### config.mk
export PLATFORM = sky130hd
export DESIGN_NAME = axi_ctrl_logic
export DESIGN_NICKNAME = d
export VERILOG_FILES = /design/src/common/bk_pkg.sv /design/src/common/ctrl_pkg.sv /design/src/req_fifo.sv /design/src/dispatch/dispatch_fsm.sv /design/src/dispatch/mailbox_regs.sv /design/src/axi_ctrl_logic.sv
export VERILOG_INCLUDE_DIRS = /design/src /design/src/common
export SDC_FILE = /design/constraint.sdc
export NUM_CORES = 1
export LEC_CHECK = 0
export ABC_AREA = 1
export BUFFER_PORTS_ARGS = -buffer_cell sky130_fd_sc_hd__clkbuf_2
export CORE_MARGIN = 5
export CORE_UTILIZATION = 40
export DETAILED_ROUTE_END_ITERATION = 12
export GPL_TIMING_DRIVEN = 1
export MAX_ROUTING_LAYER = met4
export SKIP_CTS_REPAIR_TIMING = 1
export SLEW_MARGIN = 20
export SYNTH_ARGS = -nofsm -noshare
export SYNTH_HDL_FRONTEND = slang
export SYNTH_SLANG_ARGS = --single-unit
export TNS_END_PERCENT = 5
### constraint.sdc
create_clock -name axi_aclk -period 10.86 [get_ports axi_aclk]
set_input_delay 2.172 -clock axi_aclk [delete_from_list [all_inputs] [get_ports axi_aclk]]
set_output_delay 2.172 -clock axi_aclk [all_outputs]
set_load 0.03 [all_outputs]
### src/common/axi_ctrl_cfg.svh
`ifndef AXI_CTRL_CFG_SVH
`define AXI_CTRL_CFG_SVH

// ------------------------------------------------------------
// widths
// ------------------------------------------------------------
`define AXI_DATA_W 32
`define LS_ADDR_W 15
`define SS_ADDR_W 28
`define STRB_W 4
`define USER_W 2

// both input FIFOs
`define FIFO_DEPTH 8

// ------------------------------------------------------------
// local address map, LS byte addresses
// ------------------------------------------------------------
`define MB_LOW 15'h2000
`define MB_HIGH 15'h201F
`define MB_COUNT 8

// interrupt enable at +0, interrupt status at +4
`define AA_LOW 15'h2100
`define AA_HIGH 15'h2107

// top of the local window, everything past it is unsupported too
`define LOCAL_HIGH 15'h2FFF

// stream user code for a two-beat remote write
`define USER_REMOTE_WR 2'b01

`endif

### src/common/bk_pkg.sv
`include "axi_ctrl_cfg.svh"

package bk_pkg;

    // ------------------------------------------------------------
    // plain vectors of the backend ports
    // ------------------------------------------------------------
    typedef logic [`AXI_DATA_W-1:0] data_t;
    typedef logic [`LS_ADDR_W-1:0] ls_addr_t;
    typedef logic [`STRB_W-1:0] strb_t;
    typedef logic [`USER_W-1:0] user_t;

    // ------------------------------------------------------------
    // FIFO and stream payloads
    // ------------------------------------------------------------

    // one LS request, reads carry zero data and strobes
    typedef struct packed {
        logic is_read;
        ls_addr_t addr;
        data_t wdata;
        strb_t strb;
    } ls_req_t;

    // one beat taken from SS
    typedef struct packed {
        data_t data;
        user_t user;
    } ss_beat_t;

    // one beat sent on SM
    typedef struct packed {
        data_t data;
        user_t user;
    } sm_beat_t;

endpackage

### src/common/ctrl_pkg.sv
`include "axi_ctrl_cfg.svh"

package ctrl_pkg;

    // dispatcher states
    typedef enum logic [2:0] {
        WAIT_DATA,
        DECIDE,
        MOVE,
        SEND_SM,
        TRIG_INT
    } disp_state_t;

    // request source for round robin
    typedef enum logic {
        LS,
        SS
    } src_t;

    // word index inside the mailbox or control block
    typedef logic [$clog2(`MB_COUNT)-1:0] reg_idx_t;

    // one register access, enables last a single cycle
    typedef struct packed {
        logic wr;
        logic rd;
        logic is_ctrl;
        reg_idx_t idx;
        bk_pkg::data_t wdata;
        bk_pkg::strb_t strb;
    } reg_access_t;

endpackage

### src/req_fifo.sv
module req_fifo #(
    parameter int width = 32,
    parameter int depth = 8
) (
    input  logic axi_aclk,
    input  logic axi_aresetn,
    input  logic wr_vld,
    input  logic [width-1:0] data_in,
    output logic wr_rdy,
    output logic rd_vld,
    output logic [width-1:0] data_out,
    input  logic rd_rdy
);

    localparam int ptr_w = $clog2(depth);
    localparam int cnt_w = ptr_w + 1;

    logic [width-1:0] mem [depth];
    logic [ptr_w-1:0] wr_ptr;
    logic [ptr_w-1:0] rd_ptr;
    logic [cnt_w-1:0] count;
    logic push;
    logic pop;

    assign wr_rdy = (count != cnt_w'(depth));
    assign rd_vld = (count != '0);
    assign push = wr_vld && wr_rdy;
    assign pop = rd_rdy && rd_vld;
    assign data_out = mem[rd_ptr];

    // storage, no reset
    always_ff @(posedge axi_aclk) begin
        if (push) begin
            mem[wr_ptr] <= data_in;
        end
    end

    // pointers wrap at depth, which need not be a power of two
    always_ff @(posedge axi_aclk or negedge axi_aresetn) begin
        if (!axi_aresetn) begin
            wr_ptr <= '0;
            rd_ptr <= '0;
            count <= '0;
        end else begin
            if (push) begin
                wr_ptr <= (wr_ptr == ptr_w'(depth - 1)) ? '0 : wr_ptr + 1'b1;
            end
            if (pop) begin
                rd_ptr <= (rd_ptr == ptr_w'(depth - 1)) ? '0 : rd_ptr + 1'b1;
            end
            count <= count + cnt_w'(push) - cnt_w'(pop);
        end
    end

    // reader must only pop a non-empty FIFO
    a_no_pop_empty: assert property (@(posedge axi_aclk) disable iff (!axi_aresetn)
        rd_rdy |-> rd_vld);

    a_count_bound: assert property (@(posedge axi_aclk) disable iff (!axi_aresetn)
        count <= cnt_w'(depth));

endmodule

### src/dispatch/dispatch_fsm.sv
`include "axi_ctrl_cfg.svh"

module dispatch_fsm (
    input  logic axi_aclk,
    input  logic axi_aresetn,
    input  logic ls_vld,
    input  bk_pkg::ls_req_t ls_head,
    output logic ls_pop,
    input  logic ss_vld,
    input  bk_pkg::ss_beat_t ss_head,
    output logic ss_pop,
    output ctrl_pkg::reg_access_t reg_acc,
    input  bk_pkg::data_t reg_rdata,
    output logic int_req,
    output bk_pkg::data_t ls_rdata,
    output logic ls_rdone,
    output bk_pkg::sm_beat_t sm_beat,
    output logic sm_start,
    input  logic sm_done
);

    ctrl_pkg::disp_state_t state;
    ctrl_pkg::src_t cur_src;
    ctrl_pkg::src_t last_src;

    bk_pkg::ls_req_t ls_req_q;
    bk_pkg::data_t first_q;
    bk_pkg::data_t second_q;
    logic have_first;
    logic beat_sel;

    logic ls_mb;
    logic ls_aa;
    logic ss_wr_beat;
    logic [`SS_ADDR_W-1:0] ss_addr;
    logic ss_mb;

    // ------------------------------------------------------------
    // decode
    // ------------------------------------------------------------
    assign ls_mb = (ls_req_q.addr >= `MB_LOW) && (ls_req_q.addr <= `MB_HIGH);
    assign ls_aa = (ls_req_q.addr >= `AA_LOW) && (ls_req_q.addr <= `AA_HIGH);

    // remote write from SS, first beat is {strb, addr}
    assign ss_addr = first_q[`SS_ADDR_W-1:0];
    assign ss_mb = (ss_addr >= `MB_LOW) && (ss_addr <= `MB_HIGH);

    // the head is taken in DECIDE, one pop per request or beat
    assign ls_pop = (state == ctrl_pkg::DECIDE) && (cur_src == ctrl_pkg::LS);
    assign ss_pop = (state == ctrl_pkg::DECIDE) && (cur_src == ctrl_pkg::SS);
    assign ss_wr_beat = ss_pop && (ss_head.user == `USER_REMOTE_WR);

    assign int_req = (state == ctrl_pkg::TRIG_INT);

    always_comb begin
        reg_acc = '0;
        if (state == ctrl_pkg::MOVE) begin
            if (cur_src == ctrl_pkg::LS) begin
                reg_acc.wr = !ls_req_q.is_read && (ls_mb || ls_aa);
                reg_acc.rd = ls_req_q.is_read && (ls_mb || ls_aa);
                reg_acc.is_ctrl = ls_aa;
                reg_acc.idx = ls_req_q.addr[4:2];
                reg_acc.wdata = ls_req_q.wdata;
                reg_acc.strb = ls_req_q.strb;
            end else begin
                // only in-range remote writes get here
                reg_acc.wr = 1'b1;
                reg_acc.idx = ss_addr[4:2];
                reg_acc.wdata = second_q;
                reg_acc.strb = first_q[`AXI_DATA_W-1 -: `STRB_W];
            end
        end
    end

    // request payloads
    always_ff @(posedge axi_aclk) begin
        if (ls_pop) begin
            ls_req_q <= ls_head;
        end
        if (ss_wr_beat && !have_first) begin
            first_q <= ss_head.data;
        end
        if (ss_wr_beat && have_first) begin
            second_q <= ss_head.data;
        end
    end

    // ------------------------------------------------------------
    // main FSM
    // ------------------------------------------------------------
    always_ff @(posedge axi_aclk or negedge axi_aresetn) begin
        if (!axi_aresetn) begin
            state <= ctrl_pkg::WAIT_DATA;
            cur_src <= ctrl_pkg::LS;
            last_src <= ctrl_pkg::SS;
            have_first <= 1'b0;
            beat_sel <= 1'b0;
            ls_rdata <= '0;
            ls_rdone <= 1'b0;
            sm_beat <= '0;
            sm_start <= 1'b0;
        end else begin
            ls_rdone <= 1'b0;
            sm_start <= 1'b0;
            case (state)
                ctrl_pkg::WAIT_DATA: begin
                    if (ls_vld || ss_vld) begin
                        // round robin, the source not served last wins a tie
                        if (ls_vld && (!ss_vld || last_src == ctrl_pkg::SS)) begin
                            cur_src <= ctrl_pkg::LS;
                        end else begin
                            cur_src <= ctrl_pkg::SS;
                        end
                        state <= ctrl_pkg::DECIDE;
                    end
                end
                ctrl_pkg::DECIDE: begin
                    last_src <= cur_src;
                    if (cur_src == ctrl_pkg::LS) begin
                        state <= ctrl_pkg::MOVE;
                    end else if (!ss_wr_beat) begin
                        // unknown user code, beat dropped
                        state <= ctrl_pkg::WAIT_DATA;
                    end else if (!have_first) begin
                        have_first <= 1'b1;
                        state <= ctrl_pkg::WAIT_DATA;
                    end else begin
                        have_first <= 1'b0;
                        state <= ss_mb ? ctrl_pkg::MOVE : ctrl_pkg::WAIT_DATA;
                    end
                end
                ctrl_pkg::MOVE: begin
                    if (cur_src == ctrl_pkg::SS) begin
                        state <= ctrl_pkg::TRIG_INT;
                    end else if (ls_req_q.is_read) begin
                        ls_rdata <= (ls_mb || ls_aa) ? reg_rdata : '1;
                        ls_rdone <= 1'b1;
                        state <= ctrl_pkg::WAIT_DATA;
                    end else if (ls_mb) begin
                        // forward the mailbox write, beat 0 is {strb, 0, addr}
                        sm_beat.data <= {ls_req_q.strb,
                                         {(`AXI_DATA_W - `STRB_W - `LS_ADDR_W){1'b0}},
                                         ls_req_q.addr};
                        sm_beat.user <= `USER_REMOTE_WR;
                        sm_start <= 1'b1;
                        beat_sel <= 1'b0;
                        state <= ctrl_pkg::SEND_SM;
                    end else begin
                        state <= ctrl_pkg::WAIT_DATA;
                    end
                end
                ctrl_pkg::SEND_SM: begin
                    if (sm_done && !sm_start) begin
                        if (!beat_sel) begin
                            sm_beat.data <= ls_req_q.wdata;
                            sm_start <= 1'b1;
                            beat_sel <= 1'b1;
                        end else begin
                            state <= ctrl_pkg::WAIT_DATA;
                        end
                    end
                end
                ctrl_pkg::TRIG_INT: begin
                    state <= ctrl_pkg::WAIT_DATA;
                end
                default: begin
                    state <= ctrl_pkg::WAIT_DATA;
                end
            endcase
        end
    end

    a_rdone_pulse: assert property (@(posedge axi_aclk) disable iff (!axi_aresetn)
        ls_rdone |=> !ls_rdone);

    a_sm_start_pulse: assert property (@(posedge axi_aclk) disable iff (!axi_aresetn)
        sm_start |=> !sm_start);

    a_no_pop_idle: assert property (@(posedge axi_aclk) disable iff (!axi_aresetn)
        (state == ctrl_pkg::WAIT_DATA) |-> !(ls_pop || ss_pop));

endmodule

### src/dispatch/mailbox_regs.sv
`include "axi_ctrl_cfg.svh"

module mailbox_regs (
    input  logic axi_aclk,
    input  logic axi_aresetn,
    input  ctrl_pkg::reg_access_t reg_acc,
    output bk_pkg::data_t reg_rdata,
    input  logic int_req,
    output logic axi_interrupt
);

    bk_pkg::data_t mb [`MB_COUNT];
    logic int_en;
    logic int_sts;

    // ------------------------------------------------------------
    // read path
    // ------------------------------------------------------------
    // control words only have bit 0 with enable at offset 0 and status at offset 4
    always_comb begin
        reg_rdata = '0;
        if (reg_acc.rd) begin
            if (reg_acc.is_ctrl) begin
                reg_rdata[0] = reg_acc.idx[0] ? int_sts : int_en;
            end else begin
                reg_rdata = mb[reg_acc.idx];
            end
        end
    end

    // byte-strobed mailbox words
    always_ff @(posedge axi_aclk or negedge axi_aresetn) begin
        if (!axi_aresetn) begin
            for (int i = 0; i < `MB_COUNT; i++) begin
                mb[i] <= '0;
            end
        end else if (reg_acc.wr && !reg_acc.is_ctrl) begin
            for (int b = 0; b < `STRB_W; b++) begin
                if (reg_acc.strb[b]) begin
                    mb[reg_acc.idx][8*b +: 8] <= reg_acc.wdata[8*b +: 8];
                end
            end
        end
    end

    // ------------------------------------------------------------
    // interrupt enable, status and pulse
    // ------------------------------------------------------------
    always_ff @(posedge axi_aclk or negedge axi_aresetn) begin
        if (!axi_aresetn) begin
            int_en <= 1'b0;
            int_sts <= 1'b0;
            axi_interrupt <= 1'b0;
        end else begin
            if (reg_acc.wr && reg_acc.is_ctrl && reg_acc.strb[0]) begin
                if (!reg_acc.idx[0]) begin
                    int_en <= reg_acc.wdata[0];
                end else if (reg_acc.wdata[0]) begin
                    // write 1 to clear
                    int_sts <= 1'b0;
                end
            end
            if (int_req && int_en) begin
                int_sts <= 1'b1;
            end
            axi_interrupt <= int_req && int_en;
        end
    end

    a_wr_rd_excl: assert property (@(posedge axi_aclk) disable iff (!axi_aresetn)
        !(reg_acc.wr && reg_acc.rd));

endmodule

### src/axi_ctrl_logic.sv
`include "axi_ctrl_cfg.svh"

module axi_ctrl_logic (
    input  logic axi_aclk,
    input  logic axi_aresetn,
    output logic axi_interrupt,

    // lite slave
    input  logic bk_ls_wstart,
    input  bk_pkg::ls_addr_t bk_ls_waddr,
    input  bk_pkg::data_t bk_ls_wdata,
    input  bk_pkg::strb_t bk_ls_wstrb,
    input  logic bk_ls_rstart,
    input  bk_pkg::ls_addr_t bk_ls_raddr,
    output bk_pkg::data_t bk_ls_rdata,
    output logic bk_ls_rdone,

    // stream master
    output logic bk_sm_start,
    output bk_pkg::data_t bk_sm_data,
    output bk_pkg::user_t bk_sm_user,
    input  logic bk_sm_done,

    // stream slave
    input  bk_pkg::data_t bk_ss_data,
    input  bk_pkg::user_t bk_ss_user,
    input  logic bk_ss_valid,
    output logic bk_ss_ready
);

    bk_pkg::ls_req_t ls_in;
    bk_pkg::ls_req_t ls_head;
    bk_pkg::ss_beat_t ss_in;
    bk_pkg::ss_beat_t ss_head;
    bk_pkg::sm_beat_t sm_beat;
    bk_pkg::data_t reg_rdata;
    ctrl_pkg::reg_access_t reg_acc;
    logic ls_wr_vld;
    logic ls_vld;
    logic ls_pop;
    logic ss_vld;
    logic ss_pop;
    logic int_req;

    // a request arriving on a full LS FIFO is lost
    assign ls_wr_vld = bk_ls_wstart || bk_ls_rstart;

    always_comb begin
        ls_in = '0;
        if (bk_ls_wstart) begin
            ls_in.addr = bk_ls_waddr;
            ls_in.wdata = bk_ls_wdata;
            ls_in.strb = bk_ls_wstrb;
        end else if (bk_ls_rstart) begin
            ls_in.is_read = 1'b1;
            ls_in.addr = bk_ls_raddr;
        end
    end

    assign ss_in.data = bk_ss_data;
    assign ss_in.user = bk_ss_user;

    req_fifo #(.width($bits(bk_pkg::ls_req_t)), .depth(`FIFO_DEPTH)) fifo_ls (
        .axi_aclk(axi_aclk), .axi_aresetn(axi_aresetn),
        .wr_vld(ls_wr_vld), .data_in(ls_in), .wr_rdy(),
        .rd_vld(ls_vld), .data_out(ls_head), .rd_rdy(ls_pop));

    req_fifo #(.width($bits(bk_pkg::ss_beat_t)), .depth(`FIFO_DEPTH)) fifo_ss (
        .axi_aclk(axi_aclk), .axi_aresetn(axi_aresetn),
        .wr_vld(bk_ss_valid), .data_in(ss_in), .wr_rdy(bk_ss_ready),
        .rd_vld(ss_vld), .data_out(ss_head), .rd_rdy(ss_pop));

    dispatch_fsm u_dispatch (
        .axi_aclk(axi_aclk), .axi_aresetn(axi_aresetn),
        .ls_vld(ls_vld), .ls_head(ls_head), .ls_pop(ls_pop),
        .ss_vld(ss_vld), .ss_head(ss_head), .ss_pop(ss_pop),
        .reg_acc(reg_acc), .reg_rdata(reg_rdata), .int_req(int_req),
        .ls_rdata(bk_ls_rdata), .ls_rdone(bk_ls_rdone),
        .sm_beat(sm_beat), .sm_start(bk_sm_start), .sm_done(bk_sm_done));

    mailbox_regs u_regs (
        .axi_aclk(axi_aclk), .axi_aresetn(axi_aresetn),
        .reg_acc(reg_acc), .reg_rdata(reg_rdata),
        .int_req(int_req), .axi_interrupt(axi_interrupt));

    assign bk_sm_data = sm_beat.data;
    assign bk_sm_user = sm_beat.user;

endmodule

==> flow_summary_export.csv, run 1 <==
group,metric,value,unit
clocking,clockBufferDepth,3,
routing,first_pass_iters,5,
synthesis,synth.distinct_cells,45,
grt,grt_max_degree,175,
synthesis,syn_area,47700,µm²
synthesis,synthArstFlopShare,30.6,%
sta,setup_tns,0,ns
grt,antenna_found_initial,4,
run,drv_cap,0,
place,dp_hpwl,74000,µm
die,die_w,355,µm
grt,grt_util_all_layers,19.8,%
sta,maxSlewHeadroom,24.6,%
sta,maxSlewViolCount,0,
grt,grt_first_pass_wirelength,187000,µm
synthesis,ys.flop_type,"edfxtp_1",
clocking,cts_buffers,117,
worst_setup_path,worstSetupPathType,"flip-flop to flip-flop",
power_and_ir_drop,ir_drop,0.179,mV
worst_setup_path,crit_path_end_kind,"flip-flop",
synthesis,synth_edf_count,802,
routing,drc_errors,0,
die,core,118000,µm²
clocking,cts_tree,"done",
place,port_buffers,174,
synthesis,syn_avg_cell_area,10.8,µm²
final_layout,drive_gt1_share,10.7,%
worst_setup_path,crit_family,"buffers and inverters",
die,die_y,355,µm
worst_setup_path,cp_slowest_cell,"buf_4",
worst_setup_path,cp.required,11.25,ns
synthesis,synth_nets,4531,
synthesis,synthCells,4403,
synthesis,seq_area_frac_synth,69.0,%
die,io_pins,176,
sta,grt_setup_unrepaired,"no",
clocking,clk_latency,0.74,ns
min_path,hold_class,"flip-flop to flip-flop",
worst_setup_path,cpMostUsedCell,"nand2_1",
place,placed_cells,5905,
routing,first_iter_violations,2906,
power_and_ir_drop,swShare,36.1,%
synthesis,yosys_warnings,0,
routing,antenna_violating_nets_post_route,0,
worst_setup_path,path_cells,"clkinv_2 > buf_4 > nand2_1 > o221ai_1 > nand2_1 > a21oi_1 > nand2_1 > nor2_2 > buf_4",
die,row_count,126,
routing,num_vias,32100,
power_and_ir_drop,p_switching,5.14,mW
routing,wl,124000,µm
final_layout,instances_no_fill,6126,
grt,overflow,0,
clocking,cts_htree_levels,3,
run_status,status,"completed",
power_and_ir_drop,power_per_cell_area,264,nW/µm²
place,place_congestion,0.823,
worst_setup_path,critPathMaxFanout,102,
worst_setup_path,crit_buf_inv,3,
final_layout,area_growth,13.2,%
die,start_util,40.3,%
power_and_ir_drop,power_leakage,20.2,nW
sta,finalCritPeriodShare,38.5,%
worst_setup_path,crit_arrival,4.57,ns
final_layout,final_util,45.6,%
sta,final.min_clock_period,4.18,ns
die,die-area,126000,µm²
sta,hold_viol,0,
power_and_ir_drop,intPower,9.08,mW
clocking,clkTransAtPathRegs,0.06,ns
routing,wl_per_cell,20.3,µm
clocking,cts_root_buf,"clkbuf_16",
sta,tightest_slew,1.13,ns
worst_setup_path,worst_setup_path_start_kind,"flip-flop",
grt,grt_pass1_vias,29900,
sta,fmax,0.239,GHz
synthesis,yosys_register_bits,1155,
clocking,cts_num_sinks,1155,
routing,vias_per_cell,5.23,
worst_setup_path,slowest_delay,0.83,ns
power_and_ir_drop,pwr-share-clk,29.1,%
final_layout,final_nets,4616,
sta,finalSetupViolations,0,
power_and_ir_drop,seqPwrFrac,42.8,%
power_and_ir_drop,combPwrFrac,28.1,%
sta,finClkSkew,0.0671,ns
## power groups by stage
stage	registers (mW)	clock network (mW)	logic (mW)
after floorplan	6.16	0	2.44
final	6.09	4.15	3.99
after global routing	6.16	4.40	4.42
after detailed placement	6.17	0	4.03
after global placement	6.16	0	3.99
after CTS	6.09	4.21	4.04
## routing by layer
layer | GRT usage (%) | vias up | part of all wire, %
met3 | 4.27 | 167 | 7.5
met4 | 4.96 | 0 | 2.4
met1 | 27.9 | 15600 | 45
met2 | 29.4 | 936 | 45
met5 | - | - | 0
li1 | - | 15400 | -
## placed cells by master, fill, tap and decap left out, types with 57 or more instances in the layout
cell type and instances:
clkbuf_16 117, edfxtp_1 802, nand2_1 725, a21oi_1 57, o22ai_1 85, inv_1 248
a31oi_1 85, nor2_1 743, dfrtp_1 348, nand3_1 103, o21ai_0 618, o21ai_1 98
clkbuf_2 173
## worst reg2reg max path, delay by kind of cell, from the launching register on
family / cells / cell delay, ns
DFF: 1 / 0.74
AOI/OAI and AO/OA: 2 / 0.40
buffers and inverters: 3 / 1.73
and+or+nand+nor: 4 / 0.99
## flip-flops by register name, indices dropped and copies added, names as in the netlist, 4 cells and up
register and cells:
fifo_ss.count 4, u_dispatch.sm_beat 33, u_dispatch.first_q 30, u_regs.mb 256, fifo_ls.mem 416, fifo_ss.mem 272, fifo_ls.count 4, u_dispatch.ls_req_q 52
u_dispatch.ls_rdata 32, u_dispatch.second_q 32
## cell families after synthesis
kind of cell | Yosys count | share of synthesized area [%]
and+or+nand+nor | 1712 | 14.7
DFF | 1155 | 69.0
adders and majority gates | 22 | 0.609
AOI/OAI and AO/OA | 994 | 11.2
xor gates and xnor gates | 5 | 0.0919
other | 1 | 0.00787
buffers and inverters | 514 | 4.29
## per-stage QoR
stage               power (mW)  hold WS, ns  area [µm²]  setup slack, ns
floorplan                 8.60        0.437       47700             5.24
global placement          10.1        0.454       49900             6.24
detailed placement        10.2        0.458       49900             6.20
CTS                       14.3        0.472       53900             6.63
global route              15.0        0.487       54000             6.32
finish                    14.2        0.475       54000             6.68
## layout make-up
type	instances	area, µm²
Multi-Input combinational cell	2734	12900
Timing Repair Buffer	221	1250
Tap cell	1536	1920
Clock inverter	77	905
Clock buffer	140	3090
Sequential cell	1155	32900
Antenna cell	4	10.0
Inverter	259	981
Fill cell	10900	64300
## final timing paths
path	from	endpoint	slack, ns	cells after the start
setup / recovery	fifo_ss.rd_ptr[0]	u_dispatch.second_q[25]	6.68	9
hold / removal	u_regs.int_sts	u_regs.int_sts	0.48	2
setup reg to reg	fifo_ss.rd_ptr[0]	u_dispatch.second_q[25]	6.68	9
hold reg to reg	u_regs.int_sts	u_regs.int_sts	0.48	2
max in group asynchronous	axi_aresetn	u_dispatch.ls_rdata[16]	7.21	3
min in group asynchronous	axi_aresetn	u_regs.mb[159]	1.53	1
## cells in the mapped netlist, types with 3 or more instances
library cell / count / area, µm²
edfxtp_1: 802 / 24100
nor2_1: 764 / 2870
nand2_1: 728 / 2730
o21ai_0: 618 / 3090
dfrtp_1: 352 / 8810
inv_1: 252 / 946
clkbuf_1: 159 / 597
nand3_1: 105 / 526
o21ai_1: 98 / 490
a31oi_1: 85 / 532
o22ai_1: 85 / 532
a21oi_1: 57 / 285
buf_2: 51 / 255
nand4_1: 46 / 288
buf_1: 35 / 131
nand3_2: 29 / 290
a22oi_1: 25 / 188
ha_1: 20 / 250
a22o_1: 15 / 131
nand3b_1: 15 / 113
nor3_1: 7 / 35.0
buf_4: 6 / 45.0
buf_6: 4 / 45.0
inv_2: 4 / 15.0
o21a_1: 4 / 30.0
xnor2_1: 4 / 35.0
clkinv_1: 3 / 11.3
nand2_2: 3 / 18.8
nor2_4: 3 / 33.8
nor4_1: 3 / 18.8
o221ai_1: 3 / 26.3
(Power assumes the default switching activity.)
==> run 2: changes to the inputs <==
- clock period: 10.86 -> 3.8 ns (I/O delays scaled with it)
==> run 2 against run 1 <==
- sequential cell count stayed put
- sequential share of layout area is 0.55 points lower
- sequential power grew to 2.8 times the previous value
- clock skew is 0.0027 ns higher
- routed wire length is 0.74% higher
- first-iteration DRC count is 2.9% higher
- die area stayed put
- critical path depth stayed put
- hold slack worse by 0.45 ns
- largest power group unchanged
- clock-buffer cell count is 34 higher
- critical path type unchanged
- combinational power grew to 3.0 times the previous value
==> flow_summary_export.csv, run 2 (synthesized netlist as in run 1, its figures left out) <==
group,metric,value,unit
run_status,status,"completed",
routing,drc_errors,0,
clocking,cts_tree,"done",
power_and_ir_drop,power_per_cell_area,750,nW/µm²
sta,maxSlewHeadroom,30.7,%
sta,hold_viol,0,
routing,wl_per_cell,20.3,µm
run,drv_cap,0,
worst_setup_path,crit_family,"simple AND/OR/NAND/NOR gates",
grt,overflow,0,
worst_setup_path,r2r_slack,0.76,ns
worst_setup_path,crit_path_end_kind,"flip-flop",
worst_setup_path,cp_slowest_cell,"nand3_1",
clocking,clk_latency,0.74,ns
routing,antenna_violating_nets_post_route,0,
place,placed_cells,5955,
worst_setup_path,critPathCapture,"u_regs.mb[163]",
power_and_ir_drop,intPower,26.2,mW
die,die-area,126000,µm²
place,pre_cts_ws,0.761,ns
die,row_count,126,
routing,vias_per_cell,5.26,
sta,finalCritPeriodShare,79.9,%
worst_setup_path,r2r_end,"u_regs.mb[163]",
worst_setup_path,r2r_cells,9,
final_layout,final_nets,4666,
clocking,cts_buffers,117,
final_layout,largest_register_ffs,416,
sta,grt_setup_unrepaired,"no",
clocking,clockBufferDepth,3,
grt,grt_first_pass_wirelength,191000,µm
min_path,hold_class,"input pin to asynchronous set/reset pin",
worst_setup_path,crit_arrival,3.64,ns
worst_setup_path,crit_buf_inv,0,
routing,wl,125000,µm
grt,grt_pass1_vias,30700,
final_layout,instances_no_fill,6179,
grt,grt_max_degree,121,
power_and_ir_drop,ir_drop,0.569,mV
final_layout,final_cell_mix,"edfxtp_1 (802), nor2_1 (743), nand2_1 (726)",
routing,first_iter_violations,2989,
routing,first_pass_iters,5,
worst_setup_path,r2r-start,"u_dispatch.ls_req_q[47]",
clocking,cts_root_buf,"clkbuf_16",
die,start_util,40.3,%
sta,maxSlewViolCount,0,
worst_setup_path,slowest_delay,0.64,ns
final_layout,largestRegisters,"fifo_ls.mem x416, fifo_ss.mem x272, u_regs.mb x256",
worst_setup_path,critPathMaxFanout,28,
power_and_ir_drop,swShare,35.8,%
final_layout,area_growth,14.2,%
final_layout,drive_gt1_share,11.6,%
sta,finalSetupViolations,0,
clocking,clkTransAtPathRegs,0.06,ns
sta,fmax,0.329,GHz
worst_setup_path,cpMostUsedCell,"nand2_1",
final_layout,mostFrequentLayoutCell,"edfxtp_1",
die,die_w,355,µm
worst_setup_path,worstSetupPathType,"flip-flop to flip-flop",
clocking,cts_num_sinks,1155,
routing,num_vias,32500,
power_and_ir_drop,power_leakage,20.5,nW
power_and_ir_drop,combPwrFrac,28.9,%
grt,antenna_found_initial,3,
worst_setup_path,worst_setup_path_start_kind,"flip-flop",
die,core,118000,µm²
place,dp_hpwl,76800,µm
sta,tightest_slew,1.04,ns
die,die_y,355,µm
sta,final.min_clock_period,3.04,ns
worst_setup_path,cp.depth,9,
power_and_ir_drop,p_switching,14.6,mW
die,io_pins,176,
clocking,cts_htree_levels,3,
sta,finClkSkew,0.0698,ns
final_layout,top_register,"fifo_ls.mem",
worst_setup_path,cp.required,4.40,ns
sta,layout_setup_ws,0.762,ns
power_and_ir_drop,pwr-share-clk,28.7,%
power_and_ir_drop,seqPwrFrac,42.4,%
worst_setup_path,crit_start,"u_dispatch.ls_req_q[47]",
grt,grt_util_all_layers,20.1,%
place,place_congestion,0.834,
worst_setup_path,path_cells,"nor2_1 > nand3_1 > nand2_1 > nand4_1 > nand2_1 > nand2_1 > nand2_2 > nand3_1 > o21ai_0",
place,port_buffers,174,
==> run 2: power by group through the flow <==
| stage | sequential (mW) | combinational (mW) | clock, mW |
|---|---|---|---|
| after global placement | 17.5 | 11.8 | 0 |
| after global routing | 17.5 | 13.1 | 12.5 |
| after CTS | 17.3 | 11.9 | 12.0 |
| after detailed placement | 17.5 | 11.9 | 0 |
| after floorplan | 17.6 | 6.97 | 0 |
| final | 17.3 | 11.8 | 11.7 |
==> run 2: cell type report <==
type / instances / area (µm²)
multi-input cells: 2734 / 12900
fillers: 11000 / 63800
flip-flops and latches: 1155 / 32900
well taps: 1536 / 1920
repair buffers: 271 / 1750
clock inverters: 49 / 589
inverters: 259 / 981
diodes: 1 / 2.50
clock buffers: 174 / 3420
==> run 2: routing by layer <==
metal	global-route usage [%]	vias up	part of all wire [%]
li1	-	15500	-
met1	28.0	15800	45
met3	4.31	185	7.5
met2	30.4	995	45
met5	-	-	0
met4	5.20	0	2.5
==> run 2: worst register-to-register path, delay by kind of cell, from the launching register on <==
| family | cells | cell delay (ns) |
|---|---|---|
| simple gates | 8 | 2.13 |
| flops | 1 | 0.37 |
| compound gates | 1 | 0.39 |
==> run 2: how the worst min path moves through the flow <==
stage                                  endpoint  slack, ns  cells past startpoint
final                            u_regs.mb[221]       0.03                      1
after detailed placement  u_dispatch.sm_beat[0]       0.46                      2
after floorplan                  u_regs.int_sts       0.44                      2
after global placement    u_dispatch.sm_beat[0]       0.46                      2
after global routing             u_regs.mb[184]       0.06                      1
after CTS                        u_regs.mb[159]       0.02                      1
==> run 2: stage by stage <==
step	TNS (ns)	hold slack (ns)	utilization, %	cell area (µm²)	power (mW)
after floorplan	-122.21	0.437	-	47700	24.6
after CTS	0	0.0243	46.1	54500	41.2
after global placement	0	0.456	42.7	50400	29.3
final	0	0.0277	46.1	54500	40.8
after global routing	0	0.0558	46.1	54500	43.1
after detailed placement	0	0.457	42.7	50400	29.4
